==> config.mk <==
export PLATFORM = sky130hd
export DESIGN_NAME = byte_bank
export DESIGN_NICKNAME = d
export VERILOG_FILES = /design/src/source/dmem_pkg.sv /design/src/source/byte_bank.sv
export SDC_FILE = /design/constraint.sdc
export NUM_CORES = 2
export LEC_CHECK = 0
export BUFFER_PORTS_ARGS = -buffer_cell sky130_fd_sc_hd__buf_2
export CORE_ASPECT_RATIO = 1.75
export CORE_MARGIN = 4
export CORE_UTILIZATION = 68
export CTS_BUF_LIST = sky130_fd_sc_hd__clkbuf_16
export CTS_CLUSTER_DIAMETER = 120
export CTS_CLUSTER_SIZE = 40
export DETAILED_ROUTE_END_ITERATION = 8
export PLACE_DENSITY = 0.85
export SLEW_MARGIN = 20
export SYNTH_ARGS = -nofsm -noshare
export SYNTH_HDL_FRONTEND = slang
export SYNTH_SLANG_ARGS = --single-unit
==> constraint.sdc <==
create_clock -name clk -period 5.45 [get_ports clk]
set_input_delay 0.545 -clock clk [delete_from_list [all_inputs] [get_ports clk]]
set_output_delay 0.545 -clock clk [all_outputs]
set_load 0.05 [all_outputs]
==> src/source/dmem_pkg.sv <==
`default_nettype none

package dmem_pkg;

    ////////////////////
    // Geometry
    ////////////////////

    // Byte lanes per word, one bank each
    localparam int NUM_LANES = 4;

    // Load and store word
    typedef logic [31:0] data_t;

    // One stored byte
    typedef logic [7:0] byte_t;

    // One bit per lane or bank
    typedef logic [NUM_LANES-1:0] lane_mask_t;

    // Byte offset inside a row, low two address bits
    typedef logic [1:0] lane_off_t;

    ////////////////////
    // Access size
    ////////////////////

    // Code is byte count minus one
    typedef logic [1:0] mem_size_t;

    localparam mem_size_t SIZE_BYTE  = 2'd0;
    localparam mem_size_t SIZE_HALF  = 2'd1;
    localparam mem_size_t SIZE_THREE = 2'd2;
    localparam mem_size_t SIZE_WORD  = 2'd3;

    // Load context carried from the read strobe to the formatter
    typedef struct packed {
        mem_size_t size;
        logic      sign;
        lane_off_t offset;
    } load_info_t;

endpackage

`default_nettype wire

==> src/source/byte_bank.sv <==
`timescale 1ns/1ps
`default_nettype none

module byte_bank #(
    parameter int ROW_W = 8
) (
    input  logic                clk,
    input  logic                en,
    input  logic                wr,
    input  logic [ROW_W-1:0]    row,
    input  dmem_pkg::byte_t     wbyte,
    output dmem_pkg::byte_t     rbyte
);
    import dmem_pkg::*;

    // Rows in this bank
    localparam int DEPTH = 2 ** ROW_W;

    ////////////////////
    // Storage
    ////////////////////

    // Single port, one byte per row
    byte_t mem [DEPTH];

    // Write at the edge, else registered read
    // Unselected cycles leave rbyte as it was
    always_ff @(posedge clk) begin
        if (en) begin
            if (wr) begin
                mem[row] <= wbyte;
            end else begin
                rbyte <= mem[row];
            end
        end
    end

    ////////////////////
    // Checks
    ////////////////////

    // Row from lane control must be clean whenever the bank is selected
    row_known_a : assert property (
        @(posedge clk) en |-> !$isunknown(row)
    ) else $error("byte_bank: row unknown while enabled");

endmodule

`default_nettype wire

# Word level (Yosys, flattened, before mapping)
# Memories as Yosys holds them, arrays and structs flattened. A register that Yosys moved wholly into a read port is not among the register bits.
# Cells that the tools add are included.
# word_totals
input_bits	19
register_bits	0
ram_bits	2048
word_cells	6
memories	1
# memory_table
name	depth	width	rd	rd_ports_with_merged_regs	write_ports	line_no	rtl
mem	256	8	1	1	1	byte_bank.sv:24	byte_t mem [DEPTH];
# classes
n_bitwise	1
reduce_logical	1
n_mux	3
# op_table
operator	n
$mux 1	3
$reduce_and 2->1	1
$not 1->1	1

# Depth between registers and ports, before layout
# logic_depth
ltp_word	3
ltp_mapped	9

# Worst setup path after synthesis
# No wires, ideal clock.
# synth_path
path_type	input to register
startpoint	in row[0]
endpoint	mem mem[117][0] (netlist bit) (enable)
stages	8
slack_ns	2.610
required_time_ns	5.080
arrival_time_ns	2.470
n_path_buf	5
path_cell_list	buf_2 > buf_6 > buf_2 > buf_2 > nor3b_1 > nand2_1 > clkbuf_1 > nor2_1
# synth_lines
item	line_no	rtl
from (decl)	byte_bank.sv:10	input logic [ROW_W-1:0] row,
to (decl)	byte_bank.sv:24	
# No word-level cell before the write port.

==> flow_summary.html <==
<table>
<tr><th>Metric</th><th>Value</th></tr>
<tr><th colspan="2">Status</th></tr>
<tr><td>Status</td><td>complete, no violations</td></tr>
<tr><th colspan="2">Logic synthesis</th></tr>
<tr><td>Top cells by area in the synthesized netlist</td><td>sky130_fd_sc_hd__edfxtp_1 (79%), sky130_fd_sc_hd__mux4_2 (15%), sky130_fd_sc_hd__a22oi_1 (2.5%), sky130_fd_sc_hd__nor2_1 (1.2%), sky130_fd_sc_hd__a21oi_1 (0.82%)</td></tr>
<tr><td>Summed instance area of the synthesized netlist</td><td>slightly below 80000 um^2</td></tr>
<tr><td>Instance count of the mapped netlist</td><td>~3.5k</td></tr>
<tr><td>Seq/Total Area, Yosys</td><td>0.788</td></tr>
<tr><td>FF+latch count, synth</td><td>2056</td></tr>
<tr><td>Yosys top cell area share</td><td>0.788</td></tr>
<tr><td>Yosys Warn Count</td><td>0</td></tr>
<tr><td>Average cell area after synthesis</td><td>22.2 um^2</td></tr>
<tr><td>Leading area contributor after synthesis</td><td>sky130_fd_sc_hd__edfxtp_1</td></tr>
<tr><td>Number of distinct library cells after synthesis</td><td>21</td></tr>
<tr><td>Syn Nets</td><td>3545</td></tr>
<tr><th colspan="2">CTS</th></tr>
<tr><td>Clock tree from TritonCTS</td><td>done</td></tr>
<tr><td>Number of buffers added for setup after CTS</td><td>0</td></tr>
<tr><td>Maximum clock insertion buffer count</td><td>3</td></tr>
<tr><td>Number of buffers inserted by hold repair at cts</td><td>0</td></tr>
<tr><td>CTS root buf</td><td>sky130_fd_sc_hd__clkbuf_16</td></tr>
<tr><td>Clk Latency, worst-skew pair</td><td>740 ps</td></tr>
<tr><td>Clock-pin slew on the worst setup and hold paths</td><td>approximately 140 ps</td></tr>
<tr><td>Number of buffers created by CTS</td><td>57</td></tr>
<tr><td>Number of levels in the clock H-tree</td><td>2</td></tr>
<tr><td>Num Clock Sinks</td><td>about 2.1k</td></tr>
<tr><td>Quantity of gates resized following cts</td><td>0</td></tr>
<tr><th colspan="2">GRT</th></tr>
<tr><td>Number of global-route vias before repair</td><td>38.9k</td></tr>
<tr><td>Initial antenna violation count</td><td>5</td></tr>
<tr><td>Global-route wire length before repair</td><td>285000 um</td></tr>
<tr><td>Global-route usage over all layers</td><td>0.329</td></tr>
<tr><td>GR Overflow Total</td><td>0</td></tr>
<tr><td>Largest net degree at the start of global routing</td><td>between 200 and 250</td></tr>
<tr><th colspan="2">Power and ir drop</th></tr>
<tr><td>Pwr Total</td><td>roughly 25 mW</td></tr>
<tr><td>LEAKAGE</td><td>24.1 nW</td></tr>
<tr><td>Maximum vdd drop</td><td>roughly 0.26 mV</td></tr>
<tr><td>Cell Pwr Density</td><td>a little over 300 nW/um^2</td></tr>
<tr><th colspan="2">Job</th></tr>
<tr><td>Max-cap violations</td><td>0</td></tr>
<tr><th colspan="2">Place</th></tr>
<tr><td>Placed Cells</td><td>4922</td></tr>
<tr><td>Routability cong.</td><td>roughly 0.87</td></tr>
<tr><td>Detailed placement HPWL</td><td>around 110000 um</td></tr>
<tr><td>PortBufs</td><td>26</td></tr>
<tr><td>Worst slack after detailed placement</td><td>about 1100 ps</td></tr>
<tr><td>Dpl cell area</td><td>80600 um^2</td></tr>
<tr><th colspan="2">Setup path</th></tr>
<tr><td>Critical path endpoint</td><td>rbyte[4]$_DFFE_PP_</td></tr>
<tr><td>Worst endpoint data arrival time</td><td>around 4200 ps</td></tr>
<tr><td>Total number of cells along the worst setup path</td><td>7</td></tr>
<tr><td>FF-to-FF path depth</td><td>5</td></tr>
<tr><td>Cells traversed along the worst timing path</td><td>buf_8 &gt; buf_4 &gt; mux4_2 &gt; a22oi_1 &gt; a21oi_1 &gt; o41ai_1 &gt; nand4_1</td></tr>
<tr><td>Critical Setup Path Class</td><td>input port to flop</td></tr>
<tr><td>Buffers &amp; Inverters on Critical Path</td><td>2</td></tr>
<tr><td>CP Data Required Time</td><td>roughly 5900 ps</td></tr>
<tr><td>Type of element capturing the critical path</td><td>flop</td></tr>
<tr><td>Destination of the worst register-to-register timing path</td><td>rbyte[4]$_DFFE_PP_</td></tr>
<tr><td>Setup slack of the most critical reg-to-reg path</td><td>~2200 ps</td></tr>
<tr><td>Critical R2R Launch</td><td>mem[207][4]$_DFFE_PP_</td></tr>
<tr><td>Peak per-stage delay on the critical path</td><td>~1200 ps</td></tr>
<tr><td>Cell with the largest stage delay on the worst path</td><td>sky130_fd_sc_hd__o41ai_1</td></tr>
<tr><td>Sort of element at the start of the critical path</td><td>input port</td></tr>
<tr><td>Top Family by Delay on Critical Path</td><td>compound AO/OA/AOI/OAI gates</td></tr>
<tr><td>Largest driver fanout on the critical path</td><td>between 70 and 80</td></tr>
<tr><td>Launching instance or port of the critical path</td><td>row[0]</td></tr>
<tr><th colspan="2">STA</th></tr>
<tr><td>Final worst hold slack</td><td>290 ps</td></tr>
<tr><td>Shortest period the worst path allows</td><td>around 3800 ps</td></tr>
<tr><td>Worst Tran Pin Value</td><td>about 1300 ps</td></tr>
<tr><td>Final worst path period share</td><td>0.690</td></tr>
<tr><td>Highest Clock Rate</td><td>between 0.2 and 0.3 GHz</td></tr>
<tr><td>Sum of negative setup slack</td><td>0 ps</td></tr>
<tr><td>Setup WS post-layout</td><td>about 1700 ps</td></tr>
<tr><td>Final Max Slew Viols</td><td>0</td></tr>
<tr><td>Clock Skews</td><td>around 39 ps</td></tr>
<tr><td>Endpoints failing setup</td><td>0</td></tr>
<tr><td>Worst-case headroom to the max-slew limit</td><td>0.125</td></tr>
<tr><td>Final hold violation count</td><td>0</td></tr>
<tr><td>Setup repair after global routing missed its margin</td><td>false</td></tr>
<tr><th colspan="2">Final layout</th></tr>
<tr><td>Net count, final</td><td>between 3k and 4k</td></tr>
<tr><td>Final Cell Area</td><td>roughly 82000 um^2</td></tr>
<tr><td>Area Growth Syn to Fin</td><td>4.71%</td></tr>
<tr><td>Fraction of final layout cells sized beyond drive strength 1</td><td>0.206</td></tr>
<tr><td>Non-filler cells, final</td><td>4989</td></tr>
<tr><td>Util after Layout</td><td>0.718</td></tr>
<tr><th colspan="2">Routing</th></tr>
<tr><td>Routed Antenna Nets</td><td>0</td></tr>
<tr><td>Sum of routed wire length over all layers</td><td>198000 um</td></tr>
<tr><td>Highest metal used</td><td>met5</td></tr>
<tr><td>DRC viols</td><td>0</td></tr>
<tr><td>Metal2 WL</td><td>about 100000 um</td></tr>
<tr><td>Wire length on met3</td><td>approximately 23000 um</td></tr>
<tr><td>DRC violation total after the first TritonRoute iteration</td><td>approximately 6.7k</td></tr>
<tr><td>Number of search-and-repair iterations in the first detailed-routing pass</td><td>6</td></tr>
<tr><td>Vias</td><td>slightly below 40k</td></tr>
<tr><td>Via density per instance</td><td>approximately 7.7</td></tr>
<tr><td>Routed met1 length</td><td>58500 um</td></tr>
<tr><td>Drt wl/cell</td><td>roughly 40 um</td></tr>
<tr><th colspan="2">Floorplan</th></tr>
<tr><td>Floorplan die area</td><td>around 120000 um^2</td></tr>
<tr><td>Die Y-Extent</td><td>approximately 460 um</td></tr>
<tr><td>Starting density of the core</td><td>0.686</td></tr>
<tr><td>Area inside the core boundary</td><td>~110000 um^2</td></tr>
<tr><td>Top-level port count</td><td>27</td></tr>
<tr><td>Horiz. Die Dim</td><td>265 um</td></tr>
<tr><td>Std cell rows</td><td>between 150 and 200</td></tr>
<tr><th colspan="2">Hold path</th></tr>
<tr><td>Worst Hold Class</td><td>input port to flop</td></tr>
<tr><td>Hold Path Cell Cnt</td><td>1</td></tr>
</table>
-- sequential cells by signal, summed over array words and instances (netlist names) --
register / count
mem: 2048
rbyte: 8
-- routing by layer --
layer,track usage,vias to the layer above
met4,0.204,2
met5,0,-
met2,0.536,3370
li1,-,14700
met1,0.415,19700
met3,0.0649,733
-- worst min-delay path by stage --
stage	from	endpoint
after floorplan	wbyte[0]	mem[0][0]$_DFFE_PP_
after global placement	mem[154][7]$_DFFE_PP_	rbyte[7]$_DFFE_PP_
after detailed placement	mem[143][7]$_DFFE_PP_	rbyte[7]$_DFFE_PP_
after CTS	wbyte[2]	mem[1][2]$_DFFE_PP_
after global routing	wbyte[2]	mem[1][2]$_DFFE_PP_
final	wbyte[2]	mem[1][2]$_DFFE_PP_
-- synth_stat cells --
library cell               number
sky130_fd_sc_hd__a21oi_1      128
sky130_fd_sc_hd__a22oi_1      256
sky130_fd_sc_hd__and2_1         2
sky130_fd_sc_hd__and4_1         1
sky130_fd_sc_hd__buf_1         21
sky130_fd_sc_hd__buf_2         41
sky130_fd_sc_hd__buf_4         11
sky130_fd_sc_hd__buf_6          9
sky130_fd_sc_hd__clkbuf_1     143
sky130_fd_sc_hd__edfxtp_1    2056
sky130_fd_sc_hd__mux4_2       512
sky130_fd_sc_hd__nand2_1       30
sky130_fd_sc_hd__nand2b_1       2
sky130_fd_sc_hd__nand3_1        4
sky130_fd_sc_hd__nand4_1        8
sky130_fd_sc_hd__nor2_1       259
sky130_fd_sc_hd__nor2b_1        7
sky130_fd_sc_hd__nor3_1         1
sky130_fd_sc_hd__nor3b_1        2
sky130_fd_sc_hd__o41ai_1       32
sky130_fd_sc_hd__or2_2          1
-- cells by family after synthesis --
| family | count (synthesis) | share of synthesized area |
|---|---|---|
| flops | 2056 | 0.788 |
| mux | 512 | 0.147 |
| compound gates | 416 | 0.0363 |
| simple gates | 317 | 0.0161 |
| buf+inv | 225 | 0.0128 |
-- cell usage in the layout, fill, tap and decap left out --
cell type                   instances
sky130_fd_sc_hd__nand2_2            8
sky130_fd_sc_hd__nand3_1            4
sky130_fd_sc_hd__and4_1             1
sky130_fd_sc_hd__a21oi_1          128
sky130_fd_sc_hd__nor2b_1            5
sky130_fd_sc_hd__nand2b_2           2
sky130_fd_sc_hd__buf_4             78
sky130_fd_sc_hd__a22oi_1          256
sky130_fd_sc_hd__buf_16             1
sky130_fd_sc_hd__diode_2            8
sky130_fd_sc_hd__buf_8              2
sky130_fd_sc_hd__nand4_1            8
sky130_fd_sc_hd__o41ai_1           25
sky130_fd_sc_hd__o41ai_2            7
sky130_fd_sc_hd__and2_1             1
sky130_fd_sc_hd__nand2_1           22
sky130_fd_sc_hd__clkbuf_16         57
sky130_fd_sc_hd__and2_4             1
sky130_fd_sc_hd__nor3b_1            2
sky130_fd_sc_hd__buf_12            20
sky130_fd_sc_hd__mux4_2           512
sky130_fd_sc_hd__nor2_4             1
sky130_fd_sc_hd__nor2b_4            2
sky130_fd_sc_hd__clkinv_16          1
sky130_fd_sc_hd__nor3_1             1
sky130_fd_sc_hd__buf_2             19
sky130_fd_sc_hd__clkbuf_8           8
sky130_fd_sc_hd__or2_2              1
sky130_fd_sc_hd__edfxtp_1        2056
sky130_fd_sc_hd__nor2_1           258
-- final cells by class --
cell class / count / area (um^2)
sequential: 2056 / 61700
fill: 5810 / 32200
multi-input combinational: 1245 / 15700
tap: 1494 / 1870
clock buffer: 57 / 1430
timing repair buffer: 128 / 1250
clock inverter: 1 / 30.0
antenna: 8 / 20.0
-- power by group --
part / total (mW) / switching [mW] / internal (mW)
Combinational: 1.46 / 0.963 / 0.493
Sequential: 17.4 / 0.0106 / 17.4
Clock: 6.14 / 4.22 / 1.91
Total: 25.0 / 5.20 / 19.8
(Power assumes the default switching activity.)
