--- config.mk ---
export PLATFORM = sky130hd
export DESIGN_NAME = lane_ctrl
export DESIGN_NICKNAME = d
export VERILOG_FILES = /design/src/source/dmem_pkg.sv /design/src/source/lane_ctrl.sv
export SDC_FILE = /design/constraint.sdc
export NUM_CORES = 1
export LEC_CHECK = 0
export ABC_CLOCK_PERIOD_IN_PS = 2250
export BUFFER_PORTS_ARGS = -buffer_cell sky130_fd_sc_hd__clkbuf_2
export CAP_MARGIN = 20
export CORE_MARGIN = 1
export CORE_UTILIZATION = 35
export DETAILED_ROUTE_END_ITERATION = 12
export GPL_ROUTABILITY_DRIVEN = 0
export GPL_TIMING_DRIVEN = 1
export PLACE_DENSITY = 0.86
export REMOVE_ABC_BUFFERS = 1
export SLEW_MARGIN = 20
export SYNTH_ARGS = -nofsm -noshare
export SYNTH_HDL_FRONTEND = slang
export SYNTH_SLANG_ARGS = --single-unit
--- constraint.sdc ---
create_clock -name vclk -period 2.25
set_clock_uncertainty 0.1 [all_clocks]
set_input_delay 0.1125 -clock vclk [all_inputs]
set_output_delay 0.1125 -clock vclk [all_outputs]
set_load 0.01 [all_outputs]
--- src/source/dmem_pkg.sv ---
`default_nettype none

package dmem_pkg;

    ////////////////////
    // Geometry
    ////////////////////

    // Byte lanes per word, one bank each
    localparam int NUM_LANES = 4;

    // Load and store word
    typedef logic [31:0] data_t;

    // One stored byte
    typedef logic [7:0] byte_t;

    // One bit per lane or bank
    typedef logic [NUM_LANES-1:0] lane_mask_t;

    // Byte offset inside a row, low two address bits
    typedef logic [1:0] lane_off_t;

    ////////////////////
    // Access size
    ////////////////////

    // Code is byte count minus one
    typedef logic [1:0] mem_size_t;

    localparam mem_size_t SIZE_BYTE  = 2'd0;
    localparam mem_size_t SIZE_HALF  = 2'd1;
    localparam mem_size_t SIZE_THREE = 2'd2;
    localparam mem_size_t SIZE_WORD  = 2'd3;

    // Load context carried from the read strobe to the formatter
    typedef struct packed {
        mem_size_t size;
        logic      sign;
        lane_off_t offset;
    } load_info_t;

endpackage

`default_nettype wire

--- src/source/lane_ctrl.sv ---
`timescale 1ns/1ps
`default_nettype none

module lane_ctrl #(
    parameter int ADDR_W = 10
) (
    input  logic                 we,
    input  logic                 re,
    input  logic [ADDR_W-1:0]    addr,
    input  dmem_pkg::mem_size_t  size,
    input  logic                 sign,
    input  dmem_pkg::data_t      wdata,
    output dmem_pkg::lane_mask_t bank_en,
    output dmem_pkg::lane_mask_t bank_we,
    output logic [ADDR_W-3:0]    bank_row [dmem_pkg::NUM_LANES],
    output dmem_pkg::byte_t      bank_wbyte [dmem_pkg::NUM_LANES],
    output dmem_pkg::load_info_t load_info
);
    import dmem_pkg::*;

    // Row index width inside one bank
    localparam int ROW_W = ADDR_W - 2;

    lane_off_t        offset;
    logic [ROW_W-1:0] base_row;
    logic [ROW_W-1:0] next_row;
    lane_mask_t       lane_mask;
    lane_mask_t       touched;

    ////////////////////
    // Address split
    ////////////////////

    // Low bits pick the first bank, the rest pick the row
    assign offset   = addr[1:0];
    assign base_row = addr[ADDR_W-1:2];

    // Wraps to row zero past the top of memory
    assign next_row = base_row + ROW_W'(1);

    // Lanes covered by the size, counted from lane 0
    always_comb begin
        case (size)
            SIZE_BYTE:  lane_mask = 4'b0001;
            SIZE_HALF:  lane_mask = 4'b0011;
            SIZE_THREE: lane_mask = 4'b0111;
            default:    lane_mask = 4'b1111;
        endcase
    end

    ////////////////////
    // Bank mapping
    ////////////////////

    // Bank b serves lane (b - offset) mod 4
    always_comb begin : bank_map
        lane_off_t lane;
        for (int b = 0; b < NUM_LANES; b++) begin
            lane = lane_off_t'(b) - offset;
            touched[b] = lane_mask[lane];
            // Store byte rotated onto its bank
            bank_wbyte[b] = wdata[8*lane +: 8];
            // Banks below the offset hold the spill into the next row
            if (lane_off_t'(b) < offset) begin
                bank_row[b] = next_row;
            end else begin
                bank_row[b] = base_row;
            end
        end
    end

    // Enable only banks the access touches
    assign bank_en = touched & {NUM_LANES{we | re}};
    assign bank_we = touched & {NUM_LANES{we}};

    // Meaningful only with re high
    assign load_info = '{size: size, sign: sign, offset: offset};

    ////////////////////
    // Checks
    ////////////////////

    // No combined read and write, and a known size on any access
    always_comb begin : strobe_checks
        assert final (!(we && re))
            else $error("lane_ctrl: we and re high in the same cycle");
        assert final (!((we || re) && $isunknown(size)))
            else $error("lane_ctrl: size unknown during an access");
    end

endmodule

`default_nettype wire

# After elaboration in Yosys (flattened, before gate mapping)
# Cells that the tools add are included.
dict set report op_classes {
  n_addsub 5
  magnitude_cmp 8
  n_eq_ne 2
  shifts 4
  muxes 13
  n_bitwise 3
  n_reduce_logical 1
}
# cell n
set op_table {}
lappend op_table {{32-bit by 6-bit indexed part select with 8-bit output} 4}
lappend op_table {{8-bit two-way mux} 4}
lappend op_table {{2-bit by 3-bit < comparator with 1-bit output, second input constant} 4}
lappend op_table {{4-bit one-hot mux with 3 select lines} 1}
lappend op_table {{8-bit by 1-bit adder with 8-bit output, second input constant} 1}
lappend op_table {{4-bit bitwise AND} 2}
lappend op_table {{1-bit binary-select mux with 2-bit select} 4}
lappend op_table {{1-bit by 2-bit < comparator with 1-bit output, first input constant} 2}
lappend op_table {{2-bit < comparator, first input constant} 2}
lappend op_table {{1-bit two-way mux} 4}
lappend op_table {{1-bit by 2-bit subtractor with 2-bit output, first input constant} 2}
lappend op_table {{2-bit subtractor, first input constant} 2}
lappend op_table {{2-bit by 1-bit equality test with 1-bit output, second input constant} 1}
lappend op_table {{2-bit equality test, second input constant} 1}
lappend op_table {{2-bit logical NOT} 1}
lappend op_table {{1-bit OR} 1}
dict set report totals {
  register_bits 0
  in_bits 47
  out_inout_bits 77
  wordCells 36
}

# Logic depth before layout (Yosys ltp)
# Gate-level depths: netlist (run 1).
dict set report logic_depth {
  ltp_word 5
  depth_mapped 9
  mapped_depth_nobuf 4
}

# Worst setup path before layout (run 1)
# OpenSTA, ideal clock, no wires.
dict set report synth_timing {
  path_kind {input -> output}
  start {input addr[0]}
  end {output bank_we[2]}
  arrival_time_ns 1.676
  required_ns 2.037
  setup_slack_ns 0.362
  stages 9
  n_path_buf 5
  path_cell_list {buf_6 buf_12 buf_4 inv_1 ha_1 buf_4 buf_2 nor2_1 a211oi_1}
}
dict set report synth_via {
  elab_chain_cells 4
}
# element line_no
set synth_lines {}
lappend synth_lines {{from (decl)} lane_ctrl.sv:9} ;# input logic [ADDR_W-1:0] addr,
lappend synth_lines {{2-bit subtractor} lane_ctrl.sv:59} ;# lane = lane_off_t'(b) - offset;
lappend synth_lines {{1-bit binary-select mux with 2-bit select} lane_ctrl.sv:60} ;# touched[b] = lane_mask[lane];
lappend synth_lines {{1-bit two-way mux (not written as such)} lane_ctrl.sv:60}
lappend synth_lines {{4-bit bitwise AND} lane_ctrl.sv:74} ;# assign bank_we = touched & {NUM_LANES{we}};
lappend synth_lines {{to (decl)} lane_ctrl.sv:14} ;# output dmem_pkg::lane_mask_t bank_we,
# No other way between the ends. The select of a mux whose other input is x is not followed.

==> metrics.cfg, run 1 <==
[final_layout]
sequential_cell_area_um2=0
final_nets=281
final_layout_size_suffix_gt1_share_pct=71.2
area_growth_pct=35.5
fin_area_um2=1920
antenna_cells_inserted=0
clkbuf_count=0
seq_cells=0

[critical_path]
critPathMostFrequentCell=clkbuf_2
critPathMaxFanout=37
cp.arrival_ns=1.55
cp_slowest_cell=buf_4
crit_type=input port to output pin
crit_path_end_kind=output pin
crit_chain=clkbuf_2 > buf_4 > ha_1 > nand4_1 > nor2_1 > xor2_1 > clkbuf_2
cpPeakStageDelay_ns=0.47
worst-endpoint-required_ns=2.04
cp-start-kind=input port

[timing]
timing.final.setup_violations=0
worstMarginPinSlew_ns=0.556
worst_slew_margin_rel_pct=62.9
fmax_ghz=0.568
finalHoldViolCount=0
layout_min_cycle_time_ns=1.76
period_share_pct=78.3
post_route_setup_tns_ns=0
finalHoldWorstSlack_ns=0.125
rsz0062_at_grt=no
final_slew_violations=0

[placement]
dpl_cell_area_um2=1920
post-dp-hpwl_mm=3.06
numPortBuffers=122

[global_routing]
grt.overflow.total=0
groute.layer.met3.usage_pct=0.694
antenna_violations_before_repair=0
first_global_vias=1243
global_route.usage.met1_pct=18.6
wire_length_of_the_first_global_routing_pass_mm=5.49
globalRouteMet2Util_pct=31.4
grt.total_usage_pct=15.6
grt_max_degree=38
top_usage_layer=met2

[power_and_ir_drop]
cellLeakagePower_nw=0.942
vdd_drop_max_v=0.000107
power_density_nw_per_um2=257

[clock_network]
hold_buffers=0
cts_repair_resize_count=0
postCtsSetupBuffers=0

[hold_path]
worst_hold_path_type=input port to output pin
timing.hold.worst_path_depth=0

[synth]
synth_top_cell_area_share_pct=46.0
synth.distinct_cells=26
synth-warning-count=0
synth_top_cell_by_area=mux4_2
ys_seq_area_share_pct=0
cells_after_synthesis=130
synthTopCellsByArea=mux4_2 46%, buf_4 7.9%, xnor2_1 7.4%
post_synth.cell_area_avg_um2=10.9
syn_area_um2=1420

[floorplanning]
floorplan.initialDensity_pct=37.6
placement_rows=22
die_area_um2=4310
die_h_um=65.7
fp.coreArea_um2=3770
io_pins=124
die_w_um=65.7

[drt]
avgRoutedWirePerCell_um=13.2
route.detailed.vias_per_inst=5.38
drt_pass1_iterations=4
wirelength_mm=3.66
drt-initial-drc-count=38
drc=0
dr_vias=1490
antenna_violating_nets_post_route=0

[job]
cap_viol_max_count=0

[status]
run_status=completed

[logic make-up (layout without fill, tap and decap cells)]
logic type	Yosys count	count (layout)	synth area share [%]
fa+ha+maj	5	5	4.23
simple gates	32	32	11.2
mux	35	35	54.0
compound gates	5	5	2.20
buf+inv	32	131	15.4
xor+xnor	21	21	13.0
[cell type report]
type	count	area, um^2
inverter	4	15.0
timing repair buffer	127	648
fill	343	1850
multi-input combinational	98	1200
tap	48	60.1
[where the power goes]
group | internal, mW | switching [mW] | total, mW
sequential | 0 | 0 | 0
clock | 0 | 0 | 0
combinational | 0.249 | 0.245 | 0.494
[per-layer routing]
| metal | part of all wire [%] | vias to the layer above |
|---|---|---|
| met1 | 39 | 705 |
| met2 | 52 | 91 |
| met5 | 0 | - |
| met3 | 8.4 | 0 |
| li1 | - | 694 |
| met4 | 0 | 0 |
[layout by cell type, fill, tap and decap left out, drive strengths merged, types with 3 or more instances in the layout]
cell type,instances
buf,5
nand4,5
ha,3
nand2,7
xor2,9
mux2,3
clkbuf,122
inv,4
xnor2,12
nor2,12
mux4,32
[per-stage QoR]
stage                     setup WS (ns)  utilization (%)  total power [mW]  instances
final                             0.488             51.0             0.494        277
after global routing              0.327             51.0             0.533        277
after CTS                         0.457             51.0             0.498        277
after detailed placement          0.462             51.0             0.497        277
after global placement            0.479             51.0             0.487        277
after floorplan                   0.618                -             0.254        102
[cell usage after synthesis (all sizes together)]
| library cell | instances |
|---|---|
| and3 | 1 |
| nand2 | 7 |
| buf | 27 |
| xnor2 | 12 |
| clkbuf | 1 |
| mux4 | 32 |
| nor3 | 2 |
| nand3 | 1 |
| nor2b | 1 |
| o22ai | 1 |
| nand2b | 1 |
| ha | 3 |
| maj3 | 2 |
| nand4b | 2 |
| xor2 | 9 |
| mux2 | 3 |
| a211oi | 2 |
| nand4 | 5 |
| nor2 | 12 |
| inv | 4 |
| a21oi | 2 |
[worst paths after layout]
| kind | start | end | slack [ns] |
|---|---|---|---|
| worst min-delay path | sign | load_info[2] | 0.13 |
| worst max-delay path | addr[0] | bank_row[13] | 0.49 |
[critical path: cells and delay by family]
| kind | cells | cell delay [ns] |
|---|---|---|
| xor+xnor | 1 | 0.15 |
| fa+ha+maj | 1 | 0.26 |
| buf+inv | 3 | 0.70 |
| simple gates | 2 | 0.32 |
Note: power is estimated with default switching activity, not from simulation.
==> run 2: changes to the inputs <==
- ABC_AREA: unset -> 1
- ABC_CLOCK_PERIOD_IN_PS: 2250 -> 1600
- PLACE_DENSITY: 0.86 -> 0.89
- clock period: 2.25 -> 1.6 ns (I/O delays scaled with it)
==> metrics.cfg, run 2 <==
[synth]
synthMostInstantiatedCell=nand2_1
synth-warning-count=0
ys_seq_area_share_pct=0
yosys-top-cells-count=108 x nand2_1, 38 x o21ai_0, 33 x o21ai_1
synth.distinct_cells=21
synth_top_cell_area_share_pct=28.3
post_synth.cell_area_avg_um2=4.96
cells_after_synthesis=289
synthTopCellsByArea=nand2_1 28%, o21ai_0 13%, o21ai_1 12%
synth_top_cell_by_area=nand2_1
syn_area_um2=1430

[placement]
numPortBuffers=122
post-dp-hpwl_mm=3.57
dpl_cell_area_um2=1940

[final_layout]
finalCoreUtilization_pct=51.0
sequential_cell_area_um2=0
final_layout_size_suffix_gt1_share_pct=36.8
fin_area_um2=1940
area_growth_pct=35.0
final_nets=441
seq_cells=0
layout_commonest_cell=clkbuf_2
most_frequent_cells_in_the_layout=122 x clkbuf_2, 108 x nand2_1, 38 x o21ai_0
antenna_cells_inserted=0
clkbuf_count=0

[drt]
route.detailed.vias_per_inst=4.89
antenna_violating_nets_post_route=0
drt_pass1_iterations=4
drt-initial-drc-count=71
avgRoutedWirePerCell_um=10.0
drc=0
dr_vias=2136
wirelength_mm=4.39

[clock_network]
hold_buffers=0
postCtsSetupBuffers=0
cts_repair_resize_count=0

[power_and_ir_drop]
p_total_mw=0.720
cellLeakagePower_nw=1.19
power_density_nw_per_um2=372
vdd_drop_max_v=0.000202

[critical_path]
cp-start-kind=input port
crit_path_end_kind=output pin
crit_type=input port to output pin
worst-endpoint-required_ns=1.42
cpPeakStageDelay_ns=0.30
critical_path.top_delay_family=buffers and inverters
cp.arrival_ns=1.28
worstPathBufferInverterCount=5
cp_num_cells=8
critPathMaxFanout=7
critPathMostFrequentCell=clkbuf_2
crit_chain=clkbuf_2 > inv_8 > ha_1 > inv_1 > buf_4 > nand2_1 > o21ai_0 > clkbuf_2
critPathLaunch=addr[0]
cp_slowest_cell=ha_1

[floorplanning]
placement_rows=22
die_h_um=66.0
die_area_um2=4360
io_pins=124
floorplan.initialDensity_pct=37.7
die_w_um=66.0
fp.coreArea_um2=3800

[timing]
timing.final.setup_violations=0
fmax_ghz=0.686
layout_min_cycle_time_ns=1.46
worst_slew_margin_rel_pct=76.5
post_route_setup_tns_ns=0
period_share_pct=91.1
final_slew_violations=0
worstMarginPinSlew_ns=0.349
finalHoldViolCount=0
rsz0062_at_grt=no

[job]
cap_viol_max_count=0

[global_routing]
grt.overflow.total=0
grt_max_degree=35
wire_length_of_the_first_global_routing_pass_mm=7.06
first_global_vias=1739
grt.total_usage_pct=19.5
antenna_violations_before_repair=0

[hold_path]
min_delay_startpoint=sign
timing.hold.worst_path_depth=0
worst_hold_path_type=input port to output pin

[status]
run_status=completed

## run 2: cell count changes after synthesis, moves of 6 or more
cell     before  now
inv_1         4   30
o21ai_2       0    6
nor2_1       10    4
xor2_1        9    3
nand2_1       7  108
o21ai_1       0   33
mux4_2       29    0
xnor2_1      12    2
nand3_1       1   16
o21ai_0       0   38
## run 2: kinds of logic after synthesis
logic type	share of synthesized area (%)
AO/OA/AOI/OAI	31.6
adder cells (fa/ha/maj)	2.62
AND/OR/NAND/NOR	37.1
XOR/XNOR	3.05
buffers and inverters	25.7
## run 2: routing by layer
layer  share of wire (%)  up-vias  GRT usage [%]
li1                    -     1118              -
met1                  43      910           22.9
met2                  49      106           40.1
met3                 8.0        2           1.03
met4                0.30        0              0
met5                   0        -              0
## run 2: power by group
| part | total (mW) | switching (mW) | internal, mW |
|---|---|---|---|
| Sequential | 0 | 0 | 0 |
| Clock | 0 | 0 | 0 |
| Combinational | 0.720 | 0.432 | 0.288 |
## run 2: layout make-up
cell class         instances  area, um^2
well taps                 48        60.1
inverters                 31         124
fillers                  393        1860
repair buffers           132         686
multi-input cells        226        1070
## run 2: path summary, 6_finish.rpt
path / end
setup / recovery: bank_wbyte[31]
hold / removal: load_info[2]
## run 2: metrics by stage
step	hold WS, ns	instances	setup WS [ns]
final	0.0600	437	0.142
after global routing	0.0601	437	0.0249
after CTS	0.0601	437	0.128
after detailed placement	0.0601	437	0.129
after global placement	0.0601	437	0.133
after floorplan	0.0600	257	-0.113
